--- src/hdl/periph_cfg.svh ---
`ifndef PERIPH_CFG_SVH
`define PERIPH_CFG_SVH

// ------------------------------------------------------------
// Bus geometry
// ------------------------------------------------------------
`define PERIPH_DATA_W      32
`define PERIPH_ADDR_W      16
`define PERIPH_SLOT_W      4
`define PERIPH_OFS_W       4

// Request queue depth, equal to the requester's initial credits
`define PERIPH_REQ_CREDITS 4

// Peripheral sizing
`define PERIPH_TIMER_CNT   2
`define PERIPH_NUM_SRC     4
`define PERIPH_PRIO_W      3

// Address slots
`define PERIPH_SLOT_IRQ    0
`define PERIPH_SLOT_TIMER  1

`endif

--- src/hdl/periph_bus_pkg.sv ---
`include "periph_cfg.svh"

package periph_bus_pkg;

    // Byte address, slot in bits 15..12 and word offset in bits 5..2
    typedef struct packed {
        logic [`PERIPH_SLOT_W-1:0]                                   slot;
        logic [`PERIPH_ADDR_W-`PERIPH_SLOT_W-`PERIPH_OFS_W-2-1:0]    unused;
        logic [`PERIPH_OFS_W-1:0]                                    ofs;
        logic [1:0]                                                  byte_sel;
    } addr_t;

    // One register access, always a full word
    typedef struct packed {
        logic                       write;
        addr_t                      addr;
        logic [`PERIPH_DATA_W-1:0]  wdata;
    } req_t;

    typedef enum logic [1:0] {
        OKAY   = 2'd0,
        SLVERR = 2'd2
    } resp_e;

    // Response beat, valid for one cycle
    typedef struct packed {
        logic                       valid;
        resp_e                      resp;
        logic [`PERIPH_DATA_W-1:0]  rdata;
    } rsp_t;

endpackage

--- src/hdl/periph_regs_pkg.sv ---
`include "periph_cfg.svh"

package periph_regs_pkg;

    // Timer register word, raw for count and compare, fields for control
    typedef union packed {
        logic [`PERIPH_DATA_W-1:0] raw;
        struct packed {
            logic [`PERIPH_DATA_W-3:0] rsvd;
            logic                      irq_en;
            logic                      enable;
        } ctrl;
    } timer_word_u;

    typedef logic [`PERIPH_PRIO_W-1:0] prio_t;

    // Interrupt source positions
    localparam int SRC_TIMER0 = 0;
    localparam int SRC_TIMER1 = 1;
    localparam int SRC_EXT0   = 2;
    localparam int SRC_EXT1   = 3;

endpackage

--- src/hdl/periph_decoder.sv ---
`include "periph_cfg.svh"

module periph_decoder (
    input  logic                       clk_i,
    input  logic                       arst_n_i,
    input  logic                       pop_i,
    input  periph_bus_pkg::req_t       pop_req_i,
    output logic                       sel_timer_o,
    output logic                       sel_irq_o,
    output logic                       wr_o,
    output logic [`PERIPH_OFS_W-1:0]   ofs_o,
    output logic [`PERIPH_DATA_W-1:0]  wdata_o,
    input  logic [`PERIPH_DATA_W-1:0]  timer_rdata_i,
    input  logic [`PERIPH_DATA_W-1:0]  irq_rdata_i,
    output periph_bus_pkg::rsp_t       rsp_o
);

    logic [`PERIPH_SLOT_W-1:0]  slot;
    logic                       hit_timer;
    logic                       hit_irq;
    periph_bus_pkg::resp_e      resp_d;
    periph_bus_pkg::resp_e      resp_q;
    logic [`PERIPH_DATA_W-1:0]  rdata_d;
    logic [`PERIPH_DATA_W-1:0]  rdata_q;
    logic                       valid_q;

    // ------------------------------------------------------------
    // Slot decode and target strobes
    // ------------------------------------------------------------
    assign slot      = pop_req_i.addr.slot;
    assign hit_timer = (slot == `PERIPH_SLOT_W'(`PERIPH_SLOT_TIMER));
    assign hit_irq   = (slot == `PERIPH_SLOT_W'(`PERIPH_SLOT_IRQ));

    assign sel_timer_o = pop_i && hit_timer;
    assign sel_irq_o   = pop_i && hit_irq;
    assign wr_o        = pop_i && pop_req_i.write;
    assign ofs_o       = pop_req_i.addr.ofs;
    assign wdata_o     = pop_req_i.wdata;

    // ------------------------------------------------------------
    // Response merge
    // ------------------------------------------------------------
    always_comb begin
        resp_d  = periph_bus_pkg::OKAY;
        rdata_d = '0;
        if (hit_timer) begin
            if (!pop_req_i.write) begin
                rdata_d = timer_rdata_i;
            end
        end else if (hit_irq) begin
            if (!pop_req_i.write) begin
                rdata_d = irq_rdata_i;
            end
        end else begin
            // Empty slot acts as the shared error slave
            resp_d  = periph_bus_pkg::SLVERR;
            rdata_d = 32'hDEADBEEF;
        end
    end

    always_ff @(posedge clk_i or negedge arst_n_i) begin
        if (!arst_n_i) begin
            valid_q <= 1'b0;
        end else begin
            valid_q <= pop_i;
        end
    end

    always_ff @(posedge clk_i) begin
        if (pop_i) begin
            resp_q  <= resp_d;
            rdata_q <= rdata_d;
        end
    end

    assign rsp_o = '{valid: valid_q, resp: resp_q, rdata: rdata_q};

endmodule

--- src/hdl/periph_irq_ctrl.sv ---
`include "periph_cfg.svh"

module periph_irq_ctrl (
    input  logic                        clk_i,
    input  logic                        arst_n_i,
    input  logic                        sel_i,
    input  logic                        wr_i,
    input  logic [`PERIPH_OFS_W-1:0]    ofs_i,
    input  logic [`PERIPH_DATA_W-1:0]   wdata_i,
    input  logic [`PERIPH_NUM_SRC-1:0]  src_i,
    output logic [`PERIPH_DATA_W-1:0]   rdata_o,
    output logic                        irq_o
);

    localparam int id_w = $clog2(`PERIPH_NUM_SRC + 1);

    // Register map above the per-source priorities
    localparam logic [`PERIPH_OFS_W-1:0] ofs_enable  = 4;
    localparam logic [`PERIPH_OFS_W-1:0] ofs_thresh  = 5;
    localparam logic [`PERIPH_OFS_W-1:0] ofs_pending = 6;
    localparam logic [`PERIPH_OFS_W-1:0] ofs_claim   = 7;

    periph_regs_pkg::prio_t       prio_q [`PERIPH_NUM_SRC];
    periph_regs_pkg::prio_t       thr_q;
    periph_regs_pkg::prio_t       best_prio;
    logic [`PERIPH_NUM_SRC-1:0]   en_q;
    logic [id_w-1:0]              claim_id;
    logic                         wr_en;

    assign wr_en = sel_i && wr_i;

    // ------------------------------------------------------------
    // Configuration registers
    // ------------------------------------------------------------
    always_ff @(posedge clk_i or negedge arst_n_i) begin
        if (!arst_n_i) begin
            for (int i = 0; i < `PERIPH_NUM_SRC; i++) begin
                prio_q[i] <= '0;
            end
            en_q  <= '0;
            thr_q <= '0;
        end else if (wr_en) begin
            for (int i = 0; i < `PERIPH_NUM_SRC; i++) begin
                if (ofs_i == `PERIPH_OFS_W'(i)) begin
                    prio_q[i] <= wdata_i[`PERIPH_PRIO_W-1:0];
                end
            end
            if (ofs_i == ofs_enable) begin
                en_q <= wdata_i[`PERIPH_NUM_SRC-1:0];
            end
            if (ofs_i == ofs_thresh) begin
                thr_q <= wdata_i[`PERIPH_PRIO_W-1:0];
            end
        end
    end

    // ------------------------------------------------------------
    // Claim, strict compare keeps the lower index on a tie
    // ------------------------------------------------------------
    always_comb begin
        best_prio = thr_q;
        claim_id  = '0;
        for (int i = 0; i < `PERIPH_NUM_SRC; i++) begin
            if (src_i[i] && en_q[i] && (prio_q[i] > best_prio)) begin
                best_prio = prio_q[i];
                claim_id  = id_w'(i + 1);
            end
        end
    end

    always_comb begin
        rdata_o = '0;
        for (int i = 0; i < `PERIPH_NUM_SRC; i++) begin
            if (ofs_i == `PERIPH_OFS_W'(i)) begin
                rdata_o = `PERIPH_DATA_W'(prio_q[i]);
            end
        end
        case (ofs_i)
            ofs_enable:  rdata_o = `PERIPH_DATA_W'(en_q);
            ofs_thresh:  rdata_o = `PERIPH_DATA_W'(thr_q);
            ofs_pending: rdata_o = `PERIPH_DATA_W'(src_i);
            ofs_claim:   rdata_o = `PERIPH_DATA_W'(claim_id);
            default: ;
        endcase
    end

    // Target line, one cycle behind sources and registers
    always_ff @(posedge clk_i or negedge arst_n_i) begin
        if (!arst_n_i) begin
            irq_o <= 1'b0;
        end else begin
            irq_o <= (claim_id != '0);
        end
    end

endmodule

--- src/hdl/periph_req_queue.sv ---
`include "periph_cfg.svh"

module periph_req_queue (
    input  logic                  clk_i,
    input  logic                  arst_n_i,
    input  logic                  req_valid_i,
    input  periph_bus_pkg::req_t  req_i,
    output logic                  credit_o,
    output logic                  pop_o,
    output periph_bus_pkg::req_t  pop_req_o
);

    localparam int depth  = `PERIPH_REQ_CREDITS;
    localparam int ptr_w  = $clog2(depth);
    localparam int fill_w = ptr_w + 1;

    periph_bus_pkg::req_t mem_q [depth];
    logic [ptr_w-1:0]     wr_ptr_q;
    logic [ptr_w-1:0]     rd_ptr_q;
    logic [fill_w-1:0]    fill_q;
    logic                 deq;

    // Drain one entry per cycle while anything is stored
    assign deq = (fill_q != '0);

    always_ff @(posedge clk_i) begin
        if (req_valid_i) begin
            mem_q[wr_ptr_q] <= req_i;
        end
        if (deq) begin
            pop_req_o <= mem_q[rd_ptr_q];
        end
    end

    always_ff @(posedge clk_i or negedge arst_n_i) begin
        if (!arst_n_i) begin
            wr_ptr_q <= '0;
            rd_ptr_q <= '0;
            fill_q   <= '0;
            pop_o    <= 1'b0;
        end else begin
            if (req_valid_i) begin
                wr_ptr_q <= (wr_ptr_q == ptr_w'(depth - 1)) ? '0 : wr_ptr_q + 1'b1;
            end
            if (deq) begin
                rd_ptr_q <= (rd_ptr_q == ptr_w'(depth - 1)) ? '0 : rd_ptr_q + 1'b1;
            end
            fill_q <= fill_q + fill_w'(req_valid_i) - fill_w'(deq);
            pop_o  <= deq;
        end
    end

    // Every pop frees one slot, hand it back to the requester
    assign credit_o = pop_o;

endmodule

--- src/hdl/periph_subsys.sv ---
`include "periph_cfg.svh"

module periph_subsys (
    input  logic                                          clk_i,
    input  logic                                          arst_n_i,
    input  logic                                          req_valid_i,
    input  periph_bus_pkg::req_t                          req_i,
    output logic                                          credit_o,
    output periph_bus_pkg::rsp_t                          rsp_o,
    input  logic [`PERIPH_NUM_SRC-`PERIPH_TIMER_CNT-1:0]  ext_irq_i,
    output logic                                          irq_o
);

    logic                          pop;
    periph_bus_pkg::req_t          pop_req;
    logic                          sel_timer;
    logic                          sel_irq;
    logic                          wr;
    logic [`PERIPH_OFS_W-1:0]      ofs;
    logic [`PERIPH_DATA_W-1:0]     wdata;
    logic [`PERIPH_DATA_W-1:0]     timer_rdata;
    logic [`PERIPH_DATA_W-1:0]     irq_rdata;
    logic [`PERIPH_TIMER_CNT-1:0]  timer_irq;
    logic [`PERIPH_NUM_SRC-1:0]    irq_src;

    // Interrupt source map
    assign irq_src[periph_regs_pkg::SRC_TIMER0] = timer_irq[0];
    assign irq_src[periph_regs_pkg::SRC_TIMER1] = timer_irq[1];
    assign irq_src[periph_regs_pkg::SRC_EXT0]   = ext_irq_i[0];
    assign irq_src[periph_regs_pkg::SRC_EXT1]   = ext_irq_i[1];

    periph_req_queue i_req_queue (
        .clk_i       ( clk_i       ),
        .arst_n_i    ( arst_n_i    ),
        .req_valid_i ( req_valid_i ),
        .req_i       ( req_i       ),
        .credit_o    ( credit_o    ),
        .pop_o       ( pop         ),
        .pop_req_o   ( pop_req     )
    );

    periph_decoder i_decoder (
        .clk_i         ( clk_i       ),
        .arst_n_i      ( arst_n_i    ),
        .pop_i         ( pop         ),
        .pop_req_i     ( pop_req     ),
        .sel_timer_o   ( sel_timer   ),
        .sel_irq_o     ( sel_irq     ),
        .wr_o          ( wr          ),
        .ofs_o         ( ofs         ),
        .wdata_o       ( wdata       ),
        .timer_rdata_i ( timer_rdata ),
        .irq_rdata_i   ( irq_rdata   ),
        .rsp_o         ( rsp_o       )
    );

    periph_timer i_timer (
        .clk_i    ( clk_i       ),
        .arst_n_i ( arst_n_i    ),
        .sel_i    ( sel_timer   ),
        .wr_i     ( wr          ),
        .ofs_i    ( ofs         ),
        .wdata_i  ( wdata       ),
        .rdata_o  ( timer_rdata ),
        .irq_o    ( timer_irq   )
    );

    periph_irq_ctrl i_irq_ctrl (
        .clk_i    ( clk_i     ),
        .arst_n_i ( arst_n_i  ),
        .sel_i    ( sel_irq   ),
        .wr_i     ( wr        ),
        .ofs_i    ( ofs       ),
        .wdata_i  ( wdata     ),
        .src_i    ( irq_src   ),
        .rdata_o  ( irq_rdata ),
        .irq_o    ( irq_o     )
    );

endmodule

--- src/hdl/periph_timer.sv ---
`include "periph_cfg.svh"

module periph_timer (
    input  logic                         clk_i,
    input  logic                         arst_n_i,
    input  logic                         sel_i,
    input  logic                         wr_i,
    input  logic [`PERIPH_OFS_W-1:0]     ofs_i,
    input  logic [`PERIPH_DATA_W-1:0]    wdata_i,
    output logic [`PERIPH_DATA_W-1:0]    rdata_o,
    output logic [`PERIPH_TIMER_CNT-1:0] irq_o
);

    periph_regs_pkg::timer_word_u wdata_u;
    periph_regs_pkg::timer_word_u rd_u;
    logic [`PERIPH_DATA_W-1:0]    cnt_q [`PERIPH_TIMER_CNT];
    logic [`PERIPH_DATA_W-1:0]    cmp_q [`PERIPH_TIMER_CNT];
    logic [`PERIPH_TIMER_CNT-1:0] en_q;
    logic [`PERIPH_TIMER_CNT-1:0] irq_en_q;
    logic                         wr_en;

    assign wdata_u.raw = wdata_i;
    assign wr_en       = sel_i && wr_i;

    // Channel t occupies offsets 3t (count), 3t+1 (control), 3t+2 (compare)
    always_ff @(posedge clk_i or negedge arst_n_i) begin
        if (!arst_n_i) begin
            for (int t = 0; t < `PERIPH_TIMER_CNT; t++) begin
                cnt_q[t] <= '0;
                cmp_q[t] <= '0;
            end
            en_q     <= '0;
            irq_en_q <= '0;
        end else begin
            for (int t = 0; t < `PERIPH_TIMER_CNT; t++) begin
                // A count write reloads and wins over the increment
                if (wr_en && ofs_i == `PERIPH_OFS_W'(3 * t)) begin
                    cnt_q[t] <= wdata_u.raw;
                end else if (en_q[t]) begin
                    cnt_q[t] <= cnt_q[t] + 1'b1;
                end
                if (wr_en && ofs_i == `PERIPH_OFS_W'(3 * t + 1)) begin
                    en_q[t]     <= wdata_u.ctrl.enable;
                    irq_en_q[t] <= wdata_u.ctrl.irq_en;
                end
                if (wr_en && ofs_i == `PERIPH_OFS_W'(3 * t + 2)) begin
                    cmp_q[t] <= wdata_u.raw;
                end
            end
        end
    end

    // Read mux, unmapped offsets return zero
    always_comb begin
        rd_u.raw = '0;
        for (int t = 0; t < `PERIPH_TIMER_CNT; t++) begin
            if (ofs_i == `PERIPH_OFS_W'(3 * t)) begin
                rd_u.raw = cnt_q[t];
            end else if (ofs_i == `PERIPH_OFS_W'(3 * t + 1)) begin
                rd_u.ctrl.enable = en_q[t];
                rd_u.ctrl.irq_en = irq_en_q[t];
            end else if (ofs_i == `PERIPH_OFS_W'(3 * t + 2)) begin
                rd_u.raw = cmp_q[t];
            end
        end
        rdata_o = rd_u.raw;
    end

    // Level interrupt, holds until compare or count moves
    always_comb begin
        for (int t = 0; t < `PERIPH_TIMER_CNT; t++) begin
            irq_o[t] = irq_en_q[t] && (cnt_q[t] >= cmp_q[t]);
        end
    end

endmodule

--- config.mk ---
export PLATFORM = sky130hd
export DESIGN_NAME = periph_subsys
export DESIGN_NICKNAME = d
export VERILOG_FILES = /design/src/hdl/periph_bus_pkg.sv /design/src/hdl/periph_regs_pkg.sv /design/src/hdl/periph_decoder.sv /design/src/hdl/periph_irq_ctrl.sv /design/src/hdl/periph_req_queue.sv /design/src/hdl/periph_subsys.sv /design/src/hdl/periph_timer.sv
export VERILOG_INCLUDE_DIRS = /design/src /design/src/hdl
export SDC_FILE = /design/constraint.sdc
export NUM_CORES = 1
export LEC_CHECK = 0
export BUFFER_PORTS_ARGS = -buffer_cell sky130_fd_sc_hd__buf_2
export CORE_UTILIZATION = 49
export DETAILED_ROUTE_END_ITERATION = 10
export GPL_TIMING_DRIVEN = 0
export PLACE_DENSITY = 0.7
export SYNTH_ARGS = -nofsm -noshare
export SYNTH_HDL_FRONTEND = slang
export SYNTH_SLANG_ARGS = --single-unit
export TNS_END_PERCENT = 100
--- constraint.sdc ---
create_clock -name clk_i -period 15 [get_ports clk_i]
set_clock_uncertainty 0.1 [all_clocks]
set_input_delay 0.75 -clock clk_i [delete_from_list [all_inputs] [get_ports clk_i]]
set_output_delay 0.75 -clock clk_i [all_outputs]
set_load 0.05 [all_outputs]
==> results, run 1 <==
- For this run, the register share of the synthesized area comes to 0.601.
- Summed over all cells, the static leakage comes to ~7.9 nW.
- In this run the count of I/O pins placed on the die edge is 91.
- After floorplanning, the core was divided into 70 placement rows.
- Among cell families on the critical path, the largest total delay comes from compound AO/OA/AOI/OAI gates.
- The tightest min-delay check is of the in -> async type.
- The pre-CTS setup slack is 7.00 ns.
- The initial antenna violation count is 1.
- The via count of the first global-routing pass came to 12900.
- The number of warnings printed during yosys synthesis is 0.
- The clock-pin transition on the worst setup and hold timing paths is 0.06 ns.
- For this configuration, the core starts out at a cell density of 0.503.
- Yosys attributes the largest share of cell area to edfxtp_1, dfrtp_1, o21ai_0.
- The largest area contributor in the netlist is edfxtp_1.
- The count of hold buffers inserted by post-cts repair is 0.
- For this run the aggregate overflow at the end of global routing stands at 0.
- The critical path data required time is 15.15 ns.
- Yosys mapped a number of flops with a built-in enable equal to 238.
- Setup violations remaining at the end of the flow were counted as 0.
- The area share of the largest cell type after synthesis is 0.384.
- The net count of the finished layout is 1807.
- The number of setup buffers added after CTS is 0.
- The TritonCTS buffer count is 42.
- The clock network latency to the later pin of the worst-skew pair is 0.55 ns.
- The fraction of the cycle the final worst path needs is 0.536.
- The die is 197 microns tall.
- The summed instance area of the synthesized netlist is 18600 sq um.
- The final non-filler cell total is about 2200.
- The power dissipated by switching net loads is 1.86 mW.
- For this run, the slowest stage of the critical path takes 0.48 ns.
- The TritonCTS sink count is 399.
- The max-capacitance violation count is 0.
- The count of antenna-violating nets left after detailed routing is 0.
- The TritonCTS clock tree is done.
- Of the total power, combinational logic draws 0.382.
- IR analysis of the VDD net gives a maximum drop of 0.107 mV.
- Of the total power, the share spent switching nets is 0.396.
- The sum of buffers and inverters on the critical path is 3.
- Among the stages of the critical path, the cell type that occurs most often is ha_1.
- The final wirelength is 45800 microns.
- The global-route wire length before repair is just over 70000 microns.
- Clock tree synthesis selected as its root buffer the cell clkbuf_16.
- The worst setup path is launched from a flip-flop.
- Of all flip-flops after synthesis, the portion carrying an async set or reset was 0.404.
- The global-route total usage across every layer is 0.245.
- The floorplan step defined a die boundary enclosing 38700 sq um.
- The setup slack after layout is 6.95 ns.
- Setup repair after global routing left no endpoint under its margin.
- The total negative slack is 0 ns.
- The number of cells produced by synthesis is 1537.
- The iteration-0 DRC count of the detailed router is 1150.
- The synthesized design contains between 300 and 400 register bits.
- The count of unresolved DRC violations after routing is 0.
- The run finished with clean final reports.
- The final hold violation count came to 0.
- Headroom to the max-slew limit came out at 0.238.
- Detailed placement finished with a half-perimeter wire length of approximately 32000 microns.
- The final max-slew violation count is 0.
- The maximum number of pins on one net before global-route repair is 84.
- The ratio of cells with drive above 1 in the final layout is 0.143.
- The number of cells after detailed placement is 2129.
- The weighted congestion at the end of routability-driven global placement is around 0.91.
- In the synthesized netlist the dominant register cell turns out to be edfxtp_1.
- The number of detailed-route iterations in the first pass is 5.
- The number of diodes added for antenna fixing is 0.
- The final total power is 4.69 mW.
- The post-synthesis average cell area is 12.1 sq um.
- The cell internal power dissipation is between 2 and 3 mW.
- The smallest clock period supported by the final layout is computed as approximately 8 ns.
- STA classifies the critical path endpoint as a flip-flop.
- The start-to-end type of the worst setup path is reg -> reg.
- The count of vias placed by the detailed router is 12800.
- The worst-case clock buffer depth is 3.
- The area inside the core boundary is 37000 sq um.
- Synthesis instantiated between 60 and 70 different standard cells from the library.
- From synthesis to final layout, the design area changed by 13.9%.
- In this run the horizontal extent of the chip is 197 microns.
- By instance count, the leading cell after synthesis is edfxtp_1.
- The fraction of power consumed by sequential logic is 0.398.
- The number of levels in the clock H-tree is 2.
- For the pin with the worst max-slew slack, the measured transition is 1.13 ns.
- Timing would allow up to 0.124 GHz.
- When the netlist entered floorplanning its net count stood at 1675.
- The share of total power dissipated in the clock network is 0.220.
- In this run, post-CTS repair resized a total of 0 instances.
- The arrival time of the worst setup path is 8.20 ns.
- The highest net fanout along the worst path is 10.
- The count of buffers added on input and output ports is 81.
- The final worst hold slack is 0.0572 ns.
- The slowest stage of the critical path belongs to the cell mux4_2.
- Counting instances in the post-synthesis netlist gives the leading cell types as edfxtp_1, o21ai_0, nand2_1.
- Using the TritonRoute via totals, the vias-per-cell ratio works out to 5.80.
- The power density over the cells is 222 nW/um^2.
- Dividing the detail-routed wire length by the instance count gives 20.8 microns.
-- cell families after synthesis --
| family | share of synthesized area |
|---|---|
| and+or+nand+nor | 0.0938 |
| muxes | 0.0771 |
| DFF | 0.601 |
| xor gates and xnor gates | 0.0302 |
| adders and majority gates | 0.0569 |
| buffers and inverters | 0.0333 |
| AOI/OAI and AO/OA | 0.107 |
| other | 0.000202 |
-- metrics by stage --
stage               cell area, sq um  utilization
finish                         21200        0.573
global route                   21200        0.573
global placement               19600        0.531
detailed placement             19800        0.536
CTS                            21200        0.573
floorplan                      18600            -
-- state kept, by name, indices dropped and copies added (netlist names) --
name,flops
i_req_queue.mem_q,164
i_timer.cmp_q,64
i_timer.cnt_q,64
i_req_queue.pop_req_o,41
i_decoder.rdata_q,32
i_irq_ctrl.prio_q,12
i_irq_ctrl.en_q,4
i_irq_ctrl.thr_q,3
i_req_queue.fill_q,3
i_req_queue.rd_ptr_q,2
i_req_queue.wr_ptr_q,2
i_timer.en_q,2
i_timer.irq_en_q,2
i_decoder.resp_q,1
i_decoder.valid_q,1
i_irq_ctrl.irq_o,1
i_req_queue.credit_o,1
-- worst reg2reg max path: cells and delay by family, from the launching register on --
family | cells | cell delay (ns)
AOI/OAI and AO/OA | 13 | 2.70
adders and majority gates | 4 | 1.21
buffers and inverters | 3 | 0.55
DFF | 1 | 0.43
muxes | 5 | 1.75
and+or+nand+nor | 6 | 0.99
-- power by group through the flow --
stage | logic [mW] | clock network [mW] | registers, mW
final | 1.79 | 1.03 | 1.87
after global routing | 1.97 | 1.09 | 1.90
after CTS | 1.78 | 1.05 | 1.86
after detailed placement | 1.77 | 0 | 1.88
after global placement | 1.70 | 0 | 1.88
after floorplan | 1.11 | 0 | 1.91
-- cell usage in the layout (no fill, tap or decap), types with 12 or more instances in the layout --
master / count
mux2_2: 21
edfxtp_1: 238
dfrtp_1: 160
inv_1: 89
clkbuf_16: 45
o21ai_0: 211
a21oi_1: 73
nand2_1: 203
ha_1: 83
mux2i_1: 13
a211oi_1: 15
buf_2: 80
nor3_1: 15
clkbuf_1: 68
nor2_1: 63
mux4_2: 45
xor2_1: 35
nand3_1: 27
nand4_1: 27
xnor2_1: 29
a22oi_1: 12
-- final cells by class --
| class | count | area, sq um |
|---|---|---|
| repair buffers | 88 | 571 |
| inverters | 91 | 342 |
| well taps | 504 | 631 |
| plain buffers | 72 | 278 |
| fillers | 3085 | 15800 |
| clock buffers | 52 | 1160 |
| clock inverters | 26 | 209 |
| flip-flops and latches | 399 | 11200 |
| multi-input cells | 975 | 6800 |
-- layer usage --
| layer | global-route usage | up-vias | wire [microns] |
|---|---|---|---|
| li1 | - | 5869 | - |
| met1 | 0.336 | 6324 | 19800 |
| met2 | 0.381 | 501 | 20800 |
| met3 | 0.0498 | 97 | 3540 |
| met4 | 0.0999 | 0 | 1650 |
| met5 | 0 | - | 0 |
-- final timing paths --
kind                              startpoint                       end  slack [ns]  depth (start not counted)
min                                 arst_n_i   i_req_queue.wr_ptr_q[0]        0.06                          1
max                        i_timer.cnt_q[55]      i_decoder.rdata_q[2]        6.95                         31
max in group asynchronous           arst_n_i         i_timer.cnt_q[30]       13.84                          2
min in group clk_i                 req_i[48]  i_req_queue.mem_q[0][48]        0.31                          1
max reg2reg                i_timer.cnt_q[55]      i_decoder.rdata_q[2]        6.95                         31
min reg2reg                 i_timer.cmp_q[0]          i_timer.cmp_q[0]        0.45                          1
Power figures use the tool's default switching activity.
==> run 2, diff against run 1 <==
Clock period 15 ns to 8.4 ns, I/O delays scaled along.
==> run 2 against run 1 <==
Power grew 79%. First-iteration DRC count decreased by 3.0%. Sequential power grew 78%. Via count rose by 1.0%. Critical path depth did not move. Core utilization grew 1.2 points. Combinational power up 80%. Largest power group unchanged.
==> results, run 2 (synthesis gave the netlist of run 1 again) <==
- The count of antenna-violating nets left after detailed routing is 0 (unchanged).
- The highest net fanout along the worst path is 10 (unchanged).
- The TritonCTS buffer count was 42 (unchanged).
- The weighted congestion at the end of routability-driven global placement is 0.912 (unchanged).
- The clock-pin transition on the worst setup and hold timing paths was 0.06 ns (about the same).
- The slew of the pin with the lowest slew margin is 1.15 ns (+0.0197 ns).
- The arrival time of the worst setup path came to 8.07 ns (-0.13 ns).
- The area added between synthesis and finish is 16.2%.
- The max-capacitance violation count came to 0 (unchanged).
- The combined flip-flop and latch cell area is 11200 sq um (unchanged).
- The net count of the finished layout came to 1849 (+2.3%).
- The register with the most flip-flops in the final layout is i_req_queue.mem_q.
- The global-route wire length before repair was 72900 microns (+0.72%).
- The final core utilization is 0.584 (+0.0116).
- The multi-input combinational cell area is 6810 sq um (about the same).
- The family with the most delay on the worst path is compound AO/OA/AOI/OAI gates.
- The worst-case clock buffer depth is 3 (unchanged).
- The number of placement rows is 70 (unchanged).
- The count of vias placed by the detailed router is 12900 (+1.0%).
- The number of cells after detailed placement came to 2129 (unchanged).
- The final non-filler cell total is 2249 (+1.9%).
- The commonest non-fill, non-tap cell in the layout is edfxtp_1.
- The floorplan die height is 197 microns (unchanged).
- The pre-CTS setup slack came to 0.399 ns (-6.60 ns).
- The peak per-stage delay on the critical path came to 0.64 ns (+0.16 ns).
- The TritonCTS sink count is 399 (unchanged).
- The time the worst path needs with I/O delays and setup was 7.92 ns (-0.131 ns).
- STA classifies the critical path endpoint as a flip-flop.
- The iteration-0 DRC count of the detailed router is 1116 (-3.0%).
- The worst max-slew margin expressed relative to the limit is 0.225 (-0.0132).
- The number of diodes added for antenna fixing is 0 (unchanged).
- The initial standard-cell utilization of the core was 0.503 (unchanged).
- The area inside the core boundary was 37000 sq um (unchanged).
- For this design, the slowest cell found on the critical path is a211oi_1.
- The number of buffers added on ports is 81 (unchanged).
- The final wirelength is 46200 microns (+0.78%).
- Leaving out fill and tap cells, the most frequent cells in the layout are edfxtp_1, o21ai_0, nand2_1.
- Setup repair after global routing left no endpoint under its margin.
- The final hold violation count is 0 (unchanged).
- The overall die width is 197 microns (unchanged).
- The leakage dissipation came to 8.13 nW (+2.3%).
- The routed wirelength normalized by instance count is 20.5 microns (-1.1%).
- The count of unresolved DRC violations after routing came to 0 (unchanged).
- The largest registers in the layout are i_req_queue.mem_q (164), i_timer.cmp_q (64), i_timer.cnt_q (64).
- The maximum number of pins on one net before global-route repair is 84 (unchanged).
- The placed wire-length estimate after detailed placement is 31900 microns (unchanged).
- The sort of element at the start of the critical path is a flip-flop.
- The ratio of routed vias to standard cells came to 5.74 (-0.89%).
- The flip-flop count of the largest register after layout is 164 (unchanged).
- The clock network latency to the later pin of the worst-skew pair is 0.55 ns (about the same).
- The critical path data required time is 8.55 ns (-6.60 ns).
- The maximum operating frequency came to 0.126 GHz (+1.7%).
- The number of detailed-route iterations in the first pass was 5 (unchanged).
- The setup slack after layout is 0.485 ns (-6.47 ns).
- The global-route total usage across every layer was 0.246 (+0.00141).
- The sum of buffers and inverters on the critical path is 3 (unchanged).
- The final-report setup violation count is 0 (unchanged).
- The total grt overflow is 0 (unchanged).
- The number of filler cells placed in the layout is 3059 (-0.84%).
- The ratio of cells with drive above 1 in the final layout was 0.140 (-0.00229).
- The die footprint is 38700 sq um (unchanged).
- The cell sitting at the root of the clock tree is a clkbuf_16.
- The path category of the worst min-delay check is in -> reg.
- The number of primary I/O pins is 91 (unchanged).
- The cell repeated most along the worst path is ha_1.
- The worst setup path is of the reg -> reg kind.
- The final max-slew violation count is 0 (unchanged).
- The fraction of the cycle the final worst path needs is 0.942 (+0.406).
- TritonCTS built the clock tree.
- The total negative slack is 0 ns (unchanged).
- The number of levels in the clock H-tree is 2 (unchanged).
- The run finished with clean final reports.
- The initial antenna violation count is 1 (unchanged).
- The maximum vdd ir drop is 0.194 mV (+81%).
- The final worst hold slack is 0.0645 ns (+0.00726 ns).
- The number of setup buffers added after CTS is 0 (unchanged).
- The power density over the cells came to 389 nW/um^2 (+76%).
- The via count of the first global-routing pass is 13000 (+1.4%).
[run 2: cell type report]
type | count | area share
plain buffers | 72 | 0.0129
clock buffers | 52 | 0.0538
clock inverters | 26 | 0.00967
inverters | 91 | 0.0158
multi-input cells | 975 | 0.315
flip-flops and latches | 399 | 0.517
well taps | 504 | 0.0292
repair buffers | 130 | 0.0459
[run 2: path summary, 6_finish.rpt]
check,end,depth (start not counted),start,slack [ns]
min,i_req_queue.wr_ptr_q[0],2,req_valid_i,0.06
max,i_decoder.rdata_q[2],31,i_timer.cnt_q[45],0.48
min reg2reg,i_timer.cmp_q[0],1,i_timer.cmp_q[0],0.45
min in group asynchronous,i_req_queue.wr_ptr_q[0],2,arst_n_i,0.32
max in group asynchronous,i_timer.cnt_q[30],3,arst_n_i,6.98
max reg2reg,i_decoder.rdata_q[2],31,i_timer.cnt_q[45],0.48
[run 2: worst reg2reg max path, delay by kind of cell (launching register included)]
family | cells | cell delay, ns
AO/OA/AOI/OAI | 12 | 2.74
buffers and inverters | 3 | 0.43
multiplexers | 5 | 1.75
adder cells (fa/ha/maj) | 4 | 1.21
flip-flops | 1 | 0.42
AND/OR/NAND/NOR | 7 | 0.96
[run 2: what timing repair did]
action	in CTS	in global routing
resized for setup	0	3
hold buffers	42	0
endpoints found under the setup margin	0	2
endpoints found under the hold margin	242	0
[run 2: where the power goes]
group / total (mW) / leakage (nW) / switching [mW] / internal, mW
combinational: 3.23 / 3.03 / 2.03 / 1.20
sequential: 3.33 / 4.44 / 0.530 / 2.80
clock: 1.85 / 0.666 / 0.770 / 1.08
total: 8.41 / 8.13 / 3.33 / 5.08
[run 2: metrics by stage]
step | power (mW) | cell area (sq um)
global route | 8.89 | 21600
global placement | 6.39 | 19600
floorplan | 5.39 | 18600
finish | 8.41 | 21600
detailed placement | 6.51 | 19800
CTS | 8.39 | 21600
[run 2: layer usage]
metal | vias up | wire, microns | global-route usage
met4 | 0 | 1630 | 0.0999
met3 | 96 | 3260 | 0.0495
li1 | 5945 | - | -
met1 | 6406 | 20300 | 0.337
met5 | - | 0 | 0
met2 | 472 | 21000 | 0.386
